--- src/hdl/c16_defs.svh ---
// Widths, download indexes and fixed addresses of the C16 memory design, included by all RTL
`ifndef C16_DEFS_SVH
`define C16_DEFS_SVH

////////////////////////////////////////
// Widths

// CPU address space and main RAM
`define C16_RAM_AW 16
// Host download address
`define C16_DL_AW 25

////////////////////////////////////////
// Download slots

`define C16_IDX_PRG 8'd1
`define C16_IDX_CART 8'd2
// 16 KB block number inside a cartridge image
`define C16_CART_BLOCK_AW 24:14

////////////////////////////////////////
// Memory map

// Bank latch lives at FDD0..FDDF
`define C16_IO_BANK_PAGE 12'hFDD
`define C16_KERNAL_PAGE 8'hFC

// BASIC pointers that receive the end of a loaded program
`define C16_PTR_ADDR0 16'h002D
`define C16_PTR_ADDR1 16'h002E
`define C16_PTR_ADDR2 16'h002F
`define C16_PTR_ADDR3 16'h0030
`define C16_PTR_ADDR4 16'h0031
`define C16_PTR_ADDR5 16'h0032
`define C16_PTR_ADDR6 16'h009D
`define C16_PTR_ADDR7 16'h009E

`endif

--- src/hdl/c16_map_pkg.sv ---
// Memory-map types shared by the CPU port and the top level; import where ROM or bank types are used
`include "c16_defs.svh"

package c16_map_pkg;

	////////////////////////////////////////
	// ROM selection

	// Which ROM drives the data bus for the current CPU cycle
	typedef enum logic [2:0] {
		rom_none,
		rom_basic,
		rom_kernal,
		rom_func_low,
		rom_func_high,
		rom_cart_low,
		rom_cart_high
	} rom_src_t;

	////////////////////////////////////////
	// Plus/4 bank latch

	// Field view of the latch nibble
	// High field picks the ROM at C000, low field the ROM at 8000
	typedef struct packed {
		logic [1:0] high;
		logic [1:0] low;
	} bank_fields_t;

	// The latch is written as a raw address nibble and decoded by field
	typedef union packed {
		logic [3:0]   raw;
		bank_fields_t fld;
	} bank_reg_u;

	// Bank selections shared by both halves of the decode
	localparam logic [1:0] bank_sys  = 2'd0;
	localparam logic [1:0] bank_cart = 2'd1;
	localparam logic [1:0] bank_func = 2'd2;

endpackage

--- src/hdl/ram_port_if.sv ---
// One requester's access to main RAM; the requester side holds the access until granted
`include "c16_defs.svh"

interface ram_port_if;

	// Access presented by the requester
	logic                   req;
	logic                   we;
	logic [`C16_RAM_AW-1:0] addr;
	logic [7:0]             wdata;

	// Answer from the arbiter
	logic                   gnt;
	logic [7:0]             rdata;
	// Pulses one cycle after a granted read
	logic                   rvalid;

	modport requester (
		output req,
		output we,
		output addr,
		output wdata,
		input  gnt,
		input  rdata,
		input  rvalid
	);

	modport arbiter (
		input  req,
		input  we,
		input  addr,
		input  wdata,
		output gnt,
		output rdata,
		output rvalid
	);

endinterface

--- src/hdl/cpu_mem_port.sv ---
// CPU side of the memory system: RAM requests from chip selects, bank latch and ROM source decode
`include "c16_defs.svh"

module cpu_mem_port import c16_map_pkg::*; (
	input  logic                   clk_sys,
	input  logic                   reset,
	input  logic                   model_i,
	input  logic [`C16_RAM_AW-1:0] cpu_addr_i,
	input  logic [7:0]             cpu_dout_i,
	input  logic                   cpu_rnw_i,
	input  logic                   cs_ram_n_i,
	input  logic                   cs0_n_i,
	input  logic                   cs1_n_i,
	input  logic                   cs_io_n_i,
	input  logic                   cart_lo_i,
	input  logic                   cart_hi_i,
	output logic [7:0]             cpu_din_o,
	output logic                   cpu_din_valid_o,
	output rom_src_t               rom_src_o,
	ram_port_if.requester          ram
);

	logic                   cs_ram_n_q;
	logic                   cs_io_n_q;
	logic                   ram_fall;
	logic                   io_fall;
	logic                   req_q;
	logic                   we_q;
	logic [`C16_RAM_AW-1:0] addr_q;
	logic [7:0]             wdata_q;
	logic [7:0]             din_q;
	bank_reg_u              bank_q;
	logic                   kern_page;

	assign ram_fall = cs_ram_n_q & ~cs_ram_n_i;
	assign io_fall  = cs_io_n_q & ~cs_io_n_i;

	assign ram.req   = req_q;
	assign ram.we    = we_q;
	assign ram.addr  = addr_q;
	assign ram.wdata = wdata_q;

	////////////////////////////////////////
	// RAM access

	always_ff @(posedge clk_sys) begin
		if (reset) begin
			cs_ram_n_q <= 1'b1;
			cs_io_n_q  <= 1'b1;
			req_q      <= 1'b0;
		end else begin
			cs_ram_n_q <= cs_ram_n_i;
			cs_io_n_q  <= cs_io_n_i;
			if (req_q && ram.gnt) req_q <= 1'b0;
			// One access per chip select cycle
			if (ram_fall) begin
				req_q   <= 1'b1;
				we_q    <= ~cpu_rnw_i;
				addr_q  <= cpu_addr_i;
				wdata_q <= cpu_dout_i;
			end
		end
	end

	// Hold the last read byte between accesses
	always_ff @(posedge clk_sys) begin
		if (ram.rvalid) din_q <= ram.rdata;
	end

	assign cpu_din_o       = ram.rvalid ? ram.rdata : din_q;
	assign cpu_din_valid_o = ram.rvalid;

	////////////////////////////////////////
	// Plus/4 bank latch

	always_ff @(posedge clk_sys) begin
		if (reset) begin
			bank_q.raw <= '0;
		end else if (model_i && io_fall && !cpu_rnw_i &&
		             cpu_addr_i[`C16_RAM_AW-1:4] == `C16_IO_BANK_PAGE) begin
			bank_q.raw <= cpu_addr_i[3:0];
		end
	end

	////////////////////////////////////////
	// ROM source decode

	assign kern_page = (cpu_addr_i[`C16_RAM_AW-1:8] == `C16_KERNAL_PAGE);

	always_comb begin
		rom_src_o = rom_none;
		if (!cs0_n_i) begin
			case (bank_q.fld.low)
				bank_sys:  rom_src_o = rom_basic;
				bank_cart: rom_src_o = cart_lo_i ? rom_cart_low : rom_none;
				bank_func: rom_src_o = rom_func_low;
				default:   rom_src_o = rom_none;
			endcase
		end else if (!cs1_n_i) begin
			// Page FC always maps the kernal, whatever the bank
			if (kern_page) begin
				rom_src_o = rom_kernal;
			end else begin
				case (bank_q.fld.high)
					bank_sys:  rom_src_o = rom_kernal;
					bank_cart: rom_src_o = cart_hi_i ? rom_cart_high : rom_none;
					bank_func: rom_src_o = rom_func_high;
					default:   rom_src_o = rom_none;
				endcase
			end
		end
	end

endmodule

--- src/flat_wrapper.sv ---
// flat-port wrapper written by rule: the top's interface ports become plain ports
module cpu_mem_port_flat import c16_map_pkg::*;
  (clk_sys, reset, model_i, cpu_addr_i, cpu_dout_i, cpu_rnw_i, cs_ram_n_i, cs0_n_i, cs1_n_i, cs_io_n_i, cart_lo_i, cart_hi_i, cpu_din_o, cpu_din_valid_o, rom_src_o, ram_req, ram_we, ram_addr, ram_wdata, ram_gnt, ram_rdata, ram_rvalid);
  ram_port_if ram_i ();
  input  logic clk_sys;
  input  logic reset;
  input  logic model_i;
  input  logic [`C16_RAM_AW-1:0] cpu_addr_i;
  input  logic [7:0] cpu_dout_i;
  input  logic cpu_rnw_i;
  input  logic cs_ram_n_i;
  input  logic cs0_n_i;
  input  logic cs1_n_i;
  input  logic cs_io_n_i;
  input  logic cart_lo_i;
  input  logic cart_hi_i;
  output logic [7:0] cpu_din_o;
  output logic cpu_din_valid_o;
  output rom_src_t rom_src_o;
  output wire logic [$bits(ram_i.req)-1:0] ram_req;
  output wire logic [$bits(ram_i.we)-1:0] ram_we;
  output wire logic [$bits(ram_i.addr)-1:0] ram_addr;
  output wire logic [$bits(ram_i.wdata)-1:0] ram_wdata;
  input wire logic [$bits(ram_i.gnt)-1:0] ram_gnt;
  input wire logic [$bits(ram_i.rdata)-1:0] ram_rdata;
  input wire logic [$bits(ram_i.rvalid)-1:0] ram_rvalid;
  assign ram_req = ram_i.req;
  assign ram_we = ram_i.we;
  assign ram_addr = ram_i.addr;
  assign ram_wdata = ram_i.wdata;
  assign ram_i.gnt = ram_gnt;
  assign ram_i.rdata = ram_rdata;
  assign ram_i.rvalid = ram_rvalid;
  cpu_mem_port u_core (.clk_sys(clk_sys), .reset(reset), .model_i(model_i), .cpu_addr_i(cpu_addr_i), .cpu_dout_i(cpu_dout_i), .cpu_rnw_i(cpu_rnw_i), .cs_ram_n_i(cs_ram_n_i), .cs0_n_i(cs0_n_i), .cs1_n_i(cs1_n_i), .cs_io_n_i(cs_io_n_i), .cart_lo_i(cart_lo_i), .cart_hi_i(cart_hi_i), .cpu_din_o(cpu_din_o), .cpu_din_valid_o(cpu_din_valid_o), .rom_src_o(rom_src_o), .ram(ram_i));
endmodule
--- config.mk ---
export PLATFORM = sky130hd
export DESIGN_NAME = cpu_mem_port_flat
export DESIGN_NICKNAME = d
export VERILOG_FILES = /design/src/hdl/c16_map_pkg.sv /design/src/hdl/ram_port_if.sv /design/src/hdl/cpu_mem_port.sv /design/src/flat_wrapper.sv
export VERILOG_INCLUDE_DIRS = /design/src /design/src/hdl
export SDC_FILE = /design/constraint.sdc
export NUM_CORES = 1
export LEC_CHECK = 0
export BUFFER_PORTS_ARGS = -buffer_cell sky130_fd_sc_hd__buf_4
export CAP_MARGIN = 40
export CORE_ASPECT_RATIO = 0.5
export CORE_MARGIN = 8
export CORE_UTILIZATION = 35
export CTS_CLUSTER_SIZE = 40
export DETAILED_ROUTE_END_ITERATION = 8
export GPL_TIMING_DRIVEN = 0
export PLACE_DENSITY = 0.71
export SLEW_MARGIN = 20
export SYNTH_ARGS = -nofsm -noshare
export SYNTH_HDL_FRONTEND = slang
export SYNTH_SLANG_ARGS = --single-unit
--- constraint.sdc ---
create_clock -name clk_sys -period 2.4 [get_ports clk_sys]
set_input_delay 0.6 -clock clk_sys [delete_from_list [all_inputs] [get_ports clk_sys]]
set_output_delay 0.6 -clock clk_sys [all_outputs]
set_load 0.1 [all_outputs]
==> summary.txt <==
Run status
  – Status: finished clean

Logic synthesis
  – Synth area leader: edfxtp_1
  – Most frequent cells after synthesis: edfxtp_1 (25), dfxtp_1 (15), nand2b_1 (9)
  – EDFF count, synth: 25
  – Sequential fraction of the synthesis area: between 70% and 80%
  – Post-Syn Area: 0.00142 mm²
  – Async set-reset flop share out of synthesis: 0%
  – Net Count, Synth: around 140
  – Ys flop type: edfxtp_1
  – Synthesis-stage register bit count: 40
  – YS warnings: 0
  – Mean Syn Cell Area: 15.2 µm²
  – Most frequent cell after synthesis: edfxtp_1
  – Area contributors post-synth: edfxtp_1 (53%), dfxtp_1 (21%), mux2_2 (6.4%)
  – Netlist cell types: 23
  – Yosys top cell area share: 53.0%
  – Mapped Cells: 93

Final layout
  – N_diodes: 0
  – Fillers: 343
  – FF+latch area: between 0.001 and 0.0015 mm²
  – Final Cell Area: 0.00221 mm²
  – Multi-input gate area: between 300 and 400 µm²
  – Net count, final: 224
  – Layout cell share with drive strength beyond 1: between 50 and 60%
  – Synth-to-layout area growth: 56.0%

Global routing
  – First-pass GRT wire length: between 5 and 6 mm
  – Largest net degree at the start of global routing: 26
  – GR Overflow Total: 0
  – Initial antenna violation count: 0
  – Total global-route track usage: between 10% and 20%
  – Vias in the first global route: slightly above 1000

Clock network
  – Post-CTS Hold Fix Bufs: 0
  – CTS tree: done
  – Clock Latency Late Sink: a little under 0.3 ns
  – Htree depth: 2
  – Reg clk slew, reported paths: about 0.070 ns
  – Clock buffer depth: 2
  – CTS Buf Count: 5
  – Clock root buffer: clkbuf_8
  – Clock Sinks: 40

Drt
  – WL/cell: between 10 and 15 µm
  – ANT nets after route: 0
  – DR vias/cell: approximately 4.4
  – Drt first-iter violations: 27
  – Drt pass-1 iters: 3
  – Total Wirelength: 3.44 mm
  – Drt drc: 0
  – Via count: about 1000

Floorplan
  – Die width: roughly 110 µm
  – Core area: roughly 0.0039 mm²
  – Die ar.: ~0.0065 mm²
  – Die H: slightly above 60 µm
  – Row count: 16
  – Initial Util: a little over a third
  – I/O Pins: 82

Placed design
  – Area post-placement: between 0.002 and 0.0025 mm²
  – Gpl congestion: about 0.7
  – IO buf count: 80
  – DPL Wire Length: roughly 2.7 mm
  – Pre-CTS setup slack: -0.151 ns

STA
  – Slew Limit Fails: 0
  – Skew final: roughly 0.0082 ns
  – Final worst path period need: about 2.3 ns
  – Actual slew at the worst max-slew pin: ~0.72 ns
  – Fin. Hold Viols: 0
  – Setup violations, final: 0
  – Relative slew slack: around half
  – Final worst path period share: a little over nine tenths
  – Worst Slack Setup Final: approximately 0.11 ns
  – Fmax: 437 MHz
  – RSZ-0062 raised after global routing: false
  – Setup total negative slack: 0 ns

Worst setup path
  – CP Cell Sequence: buf_4, nand4_1, nor4_4, o21ai_0, o21ai_2, buf_6
  – CP required: approximately 1.8 ns
  – Worst Path Arrival: ~1.7 ns
  – Crit Path Max Fanout: 2
  – CP bufs+invs: 2
  – CP endpoint kind: output port
  – CP max-delay cell: nor4_4
  – Crit path max-delay family: simple AND/OR/NAND/NOR gates
  – Worst Setup Start Kind: input port
  – Critical path class: input port to output port
  – Crit-path max cell delay: roughly 0.32 ns

Pwr
  – Pwr Density: roughly 730 mW/mm²
  – Worst vdd ir: roughly 310 µV
  – Lkg Pwr: 0.946 nW
  – Total power draw: ~1.6 mW

Worst hold path
  – Worst Hold Class: register to register

Run
  – Max-Cap Viols: 0
-- power by group --
group / switching, mW / total (mW) / internal, mW
Sequential: 0.00804 / 0.774 / 0.766
Clock: 0.226 / 0.434 / 0.208
Combinational: 0.299 / 0.407 / 0.108
-- cells by family after synthesis --
| group | Yosys count | share of synthesized area (%) |
|---|---|---|
| AOI/OAI and AO/OA | 6 | 2.47 |
| buffers and inverters | 8 | 2.47 |
| DFF | 40 | 74.1 |
| muxes | 13 | 9.89 |
| and+or+nand+nor | 26 | 11.0 |
-- layout make-up --
cell class	count	share of cell area [%]
buffer	3	0.735
clock buffer	7	3.45
clock inverter	1	0.396
inverter	5	0.848
multi-input combinational	45	16.7
sequential	40	47.5
tap	54	3.05
timing repair buffer	80	27.3
-- state kept, by name, summed over array words and instances (netlist names) --
| register | count |
|---|---|
| u_core.ram.addr | 16 |
| u_core.din_q | 8 |
| u_core.ram.wdata | 8 |
| u_core.bank_q | 4 |
| u_core.cs_io_n_q | 1 |
| u_core.cs_ram_n_q | 1 |
| u_core.ram.req | 1 |
| u_core.ram.we | 1 |
-- cells in the final DEF (no fill, tap or decap), types with 2 or more instances in the layout --
cell type  instances
buf_4             80
clkbuf_1           3
clkbuf_8           5
dfxtp_1           15
edfxtp_1          25
inv_1              5
mux2_2             8
mux2i_1            5
nand2_1            5
nand2b_1           9
nor2b_1            2
or2_2              2
-- per-layer routing --
layer | share of wire, % | vias to the layer above | global-route usage [%] | wire length (µm)
met4 | 1.2 | 0 | 4.16 | 41
met2 | 54 | 31 | 19.4 | 1860
met3 | 6.2 | 5 | 4.03 | 214
met5 | 0 | - | 0 | 0
li1 | - | 505 | - | -
met1 | 38 | 487 | 10.8 | 1320
-- worst register-to-register path, stage by stage, from the launching register on --
cell and delay (ns):
dfxtp_1 0.31, inv_1 0.07, nor2_4 0.58
-- worst paths after layout --
check / from / end / slack [ns] / cells past startpoint
setup / recovery: cpu_addr_i[14] / rom_src_o[1] / 0.11 / 6
hold / removal: u_core.din_q[4] / u_core.din_q[4] / 0.48 / 1
setup reg to reg: u_core.cs_ram_n_q / u_core.ram.addr[1] / 1.07 / 2
hold reg to reg: u_core.din_q[4] / u_core.din_q[4] / 0.48 / 1
-- what timing repair did --
action | 4_1_cts | 5_1_grt
setup buffers | 0 | 0
endpoints found under the setup margin | 1 | 1
pin swaps | 0 | 0
gates resized for setup | 2 | 1
hold endpoints to repair | 0 | 0
-- stage by stage --
step,hold WS (ns),instances,utilization (%)
6_report,0.480,235,56.7
5_1_grt,0.467,235,56.7
4_1_cts,0.478,235,56.6
3_5_place_dp,0.466,227,54.0
3_3_place_gp,0.459,227,53.9
2_1_floorplan,0.460,93,-
No activity file was read; power rests on OpenSTA's default activity.
