## src/hdl/c16_defs.svh

```systemverilog
// Widths, download indexes and fixed addresses of the C16 memory design, included by all RTL
`ifndef C16_DEFS_SVH
`define C16_DEFS_SVH

////////////////////////////////////////
// Widths

// CPU address space and main RAM
`define C16_RAM_AW 16
// Host download address
`define C16_DL_AW 25

////////////////////////////////////////
// Download slots

`define C16_IDX_PRG 8'd1
`define C16_IDX_CART 8'd2
// 16 KB block number inside a cartridge image
`define C16_CART_BLOCK_AW 24:14

////////////////////////////////////////
// Memory map

// Bank latch lives at FDD0..FDDF
`define C16_IO_BANK_PAGE 12'hFDD
`define C16_KERNAL_PAGE 8'hFC

// BASIC pointers that receive the end of a loaded program
`define C16_PTR_ADDR0 16'h002D
`define C16_PTR_ADDR1 16'h002E
`define C16_PTR_ADDR2 16'h002F
`define C16_PTR_ADDR3 16'h0030
`define C16_PTR_ADDR4 16'h0031
`define C16_PTR_ADDR5 16'h0032
`define C16_PTR_ADDR6 16'h009D
`define C16_PTR_ADDR7 16'h009E

`endif

```

## src/hdl/c16_xfer_pkg.sv

```systemverilog
// Transfer types for RAM requesters and the program loader; import where they are used
`include "c16_defs.svh"

package c16_xfer_pkg;

	////////////////////////////////////////
	// RAM requesters

	// Owner of a granted RAM access
	typedef enum logic {
		req_cpu,
		req_loader
	} req_id_t;

	////////////////////////////////////////
	// Loader sequencing

	// Header takes the load address, body streams data, fixup writes the pointers
	typedef enum logic [1:0] {
		phase_idle,
		phase_header,
		phase_body,
		phase_fixup
	} load_phase_t;

endpackage

```

## src/hdl/ram_port_if.sv

```systemverilog
// One requester's access to main RAM; the requester side holds the access until granted
`include "c16_defs.svh"

interface ram_port_if;

	// Access presented by the requester
	logic                   req;
	logic                   we;
	logic [`C16_RAM_AW-1:0] addr;
	logic [7:0]             wdata;

	// Answer from the arbiter
	logic                   gnt;
	logic [7:0]             rdata;
	// Pulses one cycle after a granted read
	logic                   rvalid;

	modport requester (
		output req,
		output we,
		output addr,
		output wdata,
		input  gnt,
		input  rdata,
		input  rvalid
	);

	modport arbiter (
		input  req,
		input  we,
		input  addr,
		input  wdata,
		output gnt,
		output rdata,
		output rvalid
	);

endinterface

```

## src/hdl/prg_loader.sv

```systemverilog
// Writes a PRG download into main RAM, patches the BASIC pointers, and tracks cartridge halves
`include "c16_defs.svh"

module prg_loader import c16_xfer_pkg::*; (
	input  logic                  clk_sys,
	input  logic                  reset,
	input  logic                  dl_active_i,
	input  logic [7:0]            dl_index_i,
	input  logic                  dl_wr_i,
	input  logic [`C16_DL_AW-1:0] dl_addr_i,
	input  logic [7:0]            dl_data_i,
	output logic                  dl_wait_o,
	output logic                  cart_lo_o,
	output logic                  cart_hi_o,
	ram_port_if.requester         ram
);

	load_phase_t            phase;
	logic                   dl_active_q;
	logic [3:0]             fix_cnt;
	logic [`C16_RAM_AW-1:0] load_addr;
	logic                   req_q;
	logic [`C16_RAM_AW-1:0] addr_q;
	logic [7:0]             data_q;
	logic                   is_prg;
	logic                   is_cart;
	logic                   slot_free;

	// Pointer byte for each fixup step
	function automatic logic [`C16_RAM_AW-1:0] ptr_addr(input logic [2:0] idx);
		case (idx)
			3'd0: ptr_addr = `C16_PTR_ADDR0;
			3'd1: ptr_addr = `C16_PTR_ADDR1;
			3'd2: ptr_addr = `C16_PTR_ADDR2;
			3'd3: ptr_addr = `C16_PTR_ADDR3;
			3'd4: ptr_addr = `C16_PTR_ADDR4;
			3'd5: ptr_addr = `C16_PTR_ADDR5;
			3'd6: ptr_addr = `C16_PTR_ADDR6;
			default: ptr_addr = `C16_PTR_ADDR7;
		endcase
	endfunction

	assign is_prg    = (dl_index_i == `C16_IDX_PRG);
	assign is_cart   = (dl_index_i == `C16_IDX_CART);
	// Next write may go out once the previous one is taken
	assign slot_free = ~req_q | ram.gnt;

	assign ram.req   = req_q;
	assign ram.we    = 1'b1;
	assign ram.addr  = addr_q;
	assign ram.wdata = data_q;

	////////////////////////////////////////
	// PRG sequencing

	always_ff @(posedge clk_sys) begin
		if (reset) begin
			phase       <= phase_idle;
			dl_active_q <= 1'b0;
			fix_cnt     <= '0;
			req_q       <= 1'b0;
			dl_wait_o   <= 1'b0;
		end else begin
			dl_active_q <= dl_active_i;

			if (req_q && ram.gnt) begin
				req_q     <= 1'b0;
				dl_wait_o <= 1'b0;
			end

			case (phase)
				phase_idle, phase_header: begin
					if (dl_active_i && is_prg) begin
						phase <= phase_header;
						// First two bytes are the little-endian load address
						if (dl_wr_i) begin
							if (!dl_addr_i[0]) begin
								load_addr[7:0] <= dl_data_i;
							end else begin
								load_addr[15:8] <= dl_data_i;
								phase           <= phase_body;
							end
						end
					end
				end
				phase_body: begin
					if (dl_wr_i) begin
						req_q     <= 1'b1;
						addr_q    <= load_addr;
						data_q    <= dl_data_i;
						dl_wait_o <= 1'b1;
						load_addr <= load_addr + 1'b1;
					end
				end
				phase_fixup: begin
					if (slot_free) begin
						if (fix_cnt == 4'd8) begin
							phase <= phase_idle;
						end else begin
							req_q   <= 1'b1;
							addr_q  <= ptr_addr(fix_cnt[2:0]);
							// Even steps take the low byte
							data_q  <= fix_cnt[0] ? load_addr[15:8] : load_addr[7:0];
							fix_cnt <= fix_cnt + 1'b1;
						end
					end
				end
				default: phase <= phase_idle;
			endcase

			// End of a PRG download, load_addr now points past the last byte
			if (dl_active_q && !dl_active_i && is_prg) begin
				phase   <= phase_fixup;
				fix_cnt <= '0;
			end
		end
	end

	////////////////////////////////////////
	// Cartridge presence

	always_ff @(posedge clk_sys) begin
		if (reset) begin
			cart_lo_o <= 1'b0;
			cart_hi_o <= 1'b0;
		end else if (dl_active_i && dl_wr_i && is_cart) begin
			if (dl_addr_i[`C16_CART_BLOCK_AW] == 11'd0) cart_lo_o <= 1'b1;
			if (dl_addr_i[`C16_CART_BLOCK_AW] == 11'd1) cart_hi_o <= 1'b1;
		end
	end

endmodule

```

## src/flat_wrapper.sv

```systemverilog
// flat-port wrapper written by rule: the top's interface ports become plain ports
module prg_loader_flat import c16_xfer_pkg::*;
  (clk_sys, reset, dl_active_i, dl_index_i, dl_wr_i, dl_addr_i, dl_data_i, dl_wait_o, cart_lo_o, cart_hi_o, ram_req, ram_we, ram_addr, ram_wdata, ram_gnt, ram_rdata, ram_rvalid);
  ram_port_if ram_i ();
  input  logic clk_sys;
  input  logic reset;
  input  logic dl_active_i;
  input  logic [7:0] dl_index_i;
  input  logic dl_wr_i;
  input  logic [`C16_DL_AW-1:0] dl_addr_i;
  input  logic [7:0] dl_data_i;
  output logic dl_wait_o;
  output logic cart_lo_o;
  output logic cart_hi_o;
  output wire logic [$bits(ram_i.req)-1:0] ram_req;
  output wire logic [$bits(ram_i.we)-1:0] ram_we;
  output wire logic [$bits(ram_i.addr)-1:0] ram_addr;
  output wire logic [$bits(ram_i.wdata)-1:0] ram_wdata;
  input wire logic [$bits(ram_i.gnt)-1:0] ram_gnt;
  input wire logic [$bits(ram_i.rdata)-1:0] ram_rdata;
  input wire logic [$bits(ram_i.rvalid)-1:0] ram_rvalid;
  assign ram_req = ram_i.req;
  assign ram_we = ram_i.we;
  assign ram_addr = ram_i.addr;
  assign ram_wdata = ram_i.wdata;
  assign ram_i.gnt = ram_gnt;
  assign ram_i.rdata = ram_rdata;
  assign ram_i.rvalid = ram_rvalid;
  prg_loader u_core (.clk_sys(clk_sys), .reset(reset), .dl_active_i(dl_active_i), .dl_index_i(dl_index_i), .dl_wr_i(dl_wr_i), .dl_addr_i(dl_addr_i), .dl_data_i(dl_data_i), .dl_wait_o(dl_wait_o), .cart_lo_o(cart_lo_o), .cart_hi_o(cart_hi_o), .ram(ram_i));
endmodule
```

## config.mk

```make
export PLATFORM = sky130hd
export DESIGN_NAME = prg_loader_flat
export DESIGN_NICKNAME = d
export VERILOG_FILES = /design/src/hdl/c16_xfer_pkg.sv /design/src/hdl/ram_port_if.sv /design/src/hdl/prg_loader.sv /design/src/flat_wrapper.sv
export VERILOG_INCLUDE_DIRS = /design/src /design/src/hdl
export SDC_FILE = /design/constraint.sdc
export NUM_CORES = 1
export LEC_CHECK = 0
export BUFFER_PORTS_ARGS = -buffer_cell sky130_fd_sc_hd__buf_2
export CORE_ASPECT_RATIO = 1.5
export CORE_UTILIZATION = 37
export CTS_BUF_LIST = sky130_fd_sc_hd__clkbuf_16
export DETAILED_ROUTE_END_ITERATION = 8
export PLACE_DENSITY = 0.66
export SLEW_MARGIN = 10
export SYNTH_ARGS = -nofsm -noshare
export SYNTH_HDL_FRONTEND = slang
export SYNTH_SLANG_ARGS = --single-unit
```

## constraint.sdc

```tcl
create_clock -name clk_sys -period 3.3 [get_ports clk_sys]
set_input_delay 0.33 -clock clk_sys [delete_from_list [all_inputs] [get_ports clk_sys]]
set_output_delay 0.33 -clock clk_sys [all_outputs]
set_load 0.05 [all_outputs]
```

==> PnR_summary.wiki <==
{| class="wikitable"
! Metric !! Value
|-
| Result of the run || finished with violations
|-
| Violated checks || design-rule violations
|-
| Netlist area before placement || 2660 um^2
|-
| Setup repair after global routing missed its margin || no
|-
| Setup bufs post-CTS || 0
|-
| Combinational group share of total power || 3.9%
|-
| Cell with the biggest individual delay on the critical path || dfxtp_1
|-
| Number of routed nets with antenna violations || 0
|-
| Footprint of the multi-input gates || 1150 um^2
|-
| Most frequent cell on the critical path || buf_4
|-
| CP required || 3.26 ns
|-
| Die Area || 7530 um^2
|-
| Minimum clock period after layout || 2.20 ns
|-
| Number of fillers in the final layout || 645
|-
| Final Max Slew Viols || 0
|-
| Number of enable-type register cells in the synthesized netlist || 40
|-
| Via count || 2067
|-
| Delay of the slowest cell on the worst path || 0.30 ns
|-
| Utilization after layout || 46.3%
|-
| Initial DRT Pass Iterations || 6
|-
| Number of buffers inserted during clock tree synthesis || 5
|-
| Crit path buf inv count || 3
|-
| Top-area cell type share of the netlist area || 45.2%
|-
| Part of the power in the clock network || 44.1%
|-
| Kind of end point of the critical path || flop
|-
| Critical-path maximum fanout || 24
|-
| Average footprint of a synthesized cell || 10.3 um^2
|-
| Family with the most delay on the worst path || buffers and inverters
|-
| Class of the most critical hold timing path || input port to flop
|-
| Total half-perimeter wirelength after legalization and detailed placement || 4.11 mm
|-
| Startpoint Class || flop
|-
| Proportion of layout cells with a drive suffix above 1 || 25.1%
|-
| Endpoint arrival time on the critical path || 2.17 ns
|-
| Number of hold violations in the final report || 0
|-
| Most common library cells after synthesis || 40 x edfxtp_1, 28 x nand2_1, 21 x nor2_1, 18 x a21oi_1, 15 x o21ai_0
|-
| Worst Hold Margin || 0.308 ns
|-
| Area of the placeable core || 6900 um^2
|-
| Post-DR wirelength/cell || 14.0 um
|-
| Finish-stage setup viols || 0
|-
| Switch share || 19.2%
|-
| Largest net degree at the start of global routing || 32
|-
| Count of input and output buffers || 60
|-
| Width of the chip || 71.2 um
|-
| Max Clock Freq || 454 MHz
|-
| I/O Pins || 84
|-
| Sequential fraction of design power || 52.0%
|-
| Global route overflow || 0
|-
| Overall Power || 0.00132 W
|-
| Number of maximum-capacitance violations || 0
|-
| Overall die height || 106 um
|-
| Summed negative setup slack over all endpoints || 0 ns
|-
| Synthesis-to-layout area growth || 20.3%
|-
| Worst vdd rail ir drop || 0.328 mV
|-
| Post_cts resized || 0
|-
| ANT cells || 0
|-
| DRC violations left || 4
|-
| FF+latch count, synth || 51
|-
| Number of global-route vias before repair || 2041
|-
| FP Rows || 37
|-
| Power Dens Cells || 414 nW/um^2
|-
| Register area || 1420 um^2
|-
| Power spent charging and discharging nets || 0.000254 W
|-
| CTS Root Buffer Type || clkbuf_16
|-
| Critical path start-end classification || flop to flop
|-
| Leakage power summed over all cells || 1.20 nW
|-
| Wire length of the first global-routing pass || 9.25 mm
|-
| Starting DRC count in detailed routing || 147
|-
| Power Internal || 0.00107 W
|-
| Leading cell types by total area after synthesis || edfxtp_1 45%, dfxtp_1 8.3%, nand2_1 4.0%
|-
| Maximum clock insertion buffer count || 2
|-
| Top_reg_cell synth || edfxtp_1
|-
| Total wire length after detailed routing || 5.49 mm
|-
| Number of distinct library cells after synthesis || 48
|-
| H-tree lvl count || 2
|-
| Portion of the post-synthesis area used by sequential elements || 53.5%
|-
| Series of cell instances along the critical path || buf_4 -> inv_1 -> ha_1 -> and3b_1 -> nand3b_1 -> a21oi_2 -> buf_4
|-
| Worst slew slack as a fraction of its limit || 47.3%
|-
| Register clock-pin slew on the reported worst setup and hold paths || 0.07 ns
|-
| Proportion of register bits with asynchronous set or reset after synthesis || 0%
|-
| Synthesized net count || 317
|-
| GR Util All Layers || 15.9%
|-
| Synth Warn # || 0
|-
| Cells after Synth || 257
|-
| Transition at the pin with the smallest max-transition slack || 0.789 ns
|-
| Insertion delay of the later-clocked pin in the worst-skew pair || 0.29 ns
|-
| Number of hold buffers added after CTS || 0
|-
| Post-layout net count || 374
|-
| Routed via count divided by cell count || 5.26
|-
| Effective utilization at floorplan || 38.5%
|-
| Most common cell in the synthesized netlist || edfxtp_1
|-
| Yosys top cell by area || edfxtp_1
|-
| Clock net sink count || 51
|-
| Antenna violations before repair || 0
|-
| Clock tree from TritonCTS || yes
|-
| Final weighted congestion in routability-driven placement || 0.842
|-
| Maximum clock skew at final layout || 0.00763 ns
|-
| Final Cycle Share || 66.7%
|}
kinds of logic (layout without fill, tap and decap cells):
family,count (synthesis),count (layout),synth area share [%]
and+or+nand+nor,103,103,20.7
xor gates and xnor gates,13,13,4.28
AOI/OAI and AO/OA,53,53,11.8
muxes,10,10,3.77
DFF,51,51,53.5
buffers and inverters,21,79,3.44
adders and majority gates,5,5,2.35
other,1,1,0.141
layout make-up:
cell class / count / area share (%)
Clock inverter: 3 / 1.37
Inverter: 6 / 0.705
Tap cell: 78 / 3.05
Clock buffer: 5 / 3.91
Multi-Input combinational cell: 185 / 35.9
Timing Repair Buffer: 65 / 10.6
Sequential cell: 51 / 44.5
layout by cell type, fill, tap and decap left out, types with 7 or more instances in the layout:
| cell | instances |
|---|---|
| mux2i_1 | 10 |
| and2_1 | 12 |
| dfxtp_1 | 11 |
| buf_2 | 60 |
| nand4_1 | 7 |
| a21oi_1 | 17 |
| nand2_1 | 28 |
| xor2_1 | 7 |
| o21ai_0 | 15 |
| edfxtp_1 | 40 |
| nor2_1 | 21 |
power groups by stage:
stage	clock network, W	registers [W]	logic (W)
2_1_floorplan	0	0.000703	0.0000246
3_3_place_gp	0	0.000703	0.0000509
3_5_place_dp	0	0.000703	0.0000523
4_1_cts	0.000600	0.000689	0.0000525
5_1_grt	0.000620	0.000689	0.0000587
6_report	0.000583	0.000689	0.0000519
sequential cells by signal (all words and copies together), names as in the netlist:
signal	cells
u_core.load_addr	16
u_core.ram.addr	16
u_core.ram.wdata	8
u_core.fix_cnt	4
u_core.phase	2
u_core.cart_hi_o	1
u_core.cart_lo_o	1
u_core.dl_active_q	1
u_core.dl_wait_o	1
u_core.ram.req	1
worst register-to-register path, cell delays in order, from the launching register on:
cell	delay [ns]
dfxtp_1	0.30
buf_4	0.21
inv_1	0.13
ha_1	0.27
and3b_1	0.24
nand3b_1	0.26
a21oi_2	0.16
buf_4	0.30
worst paths after layout:
| check | from | to | slack [ns] | cells past startpoint |
|---|---|---|---|---|
| worst max-delay path | u_core.fix_cnt[0] | u_core.ram.wdata[0] | 1.10 | 7 |
| worst min-delay path | dl_addr_i[14] | u_core.cart_hi_o | 0.31 | 3 |
| worst max register to register | u_core.fix_cnt[0] | u_core.ram.wdata[0] | 1.10 | 7 |
| worst min register to register | u_core.dl_wait_o | u_core.dl_wait_o | 0.45 | 2 |
stage by stage:
stage	cell area, um^2	worst slack (ns)	cells
floorplan	2660	0.275	257
global placement	3030	1.12	385
detailed placement	3030	1.08	385
CTS	3200	1.08	393
global route	3200	0.899	393
finish	3200	1.10	393
layer usage:
layer	wire length, um	track usage (%)	up-vias
li1	-	-	1049
met3	231	2.58	13
met5	0	0	-
met1	2290	18.5	944
met2	2770	26.5	61
met4	194	10.6	0
Power figures use the tool's default switching activity.
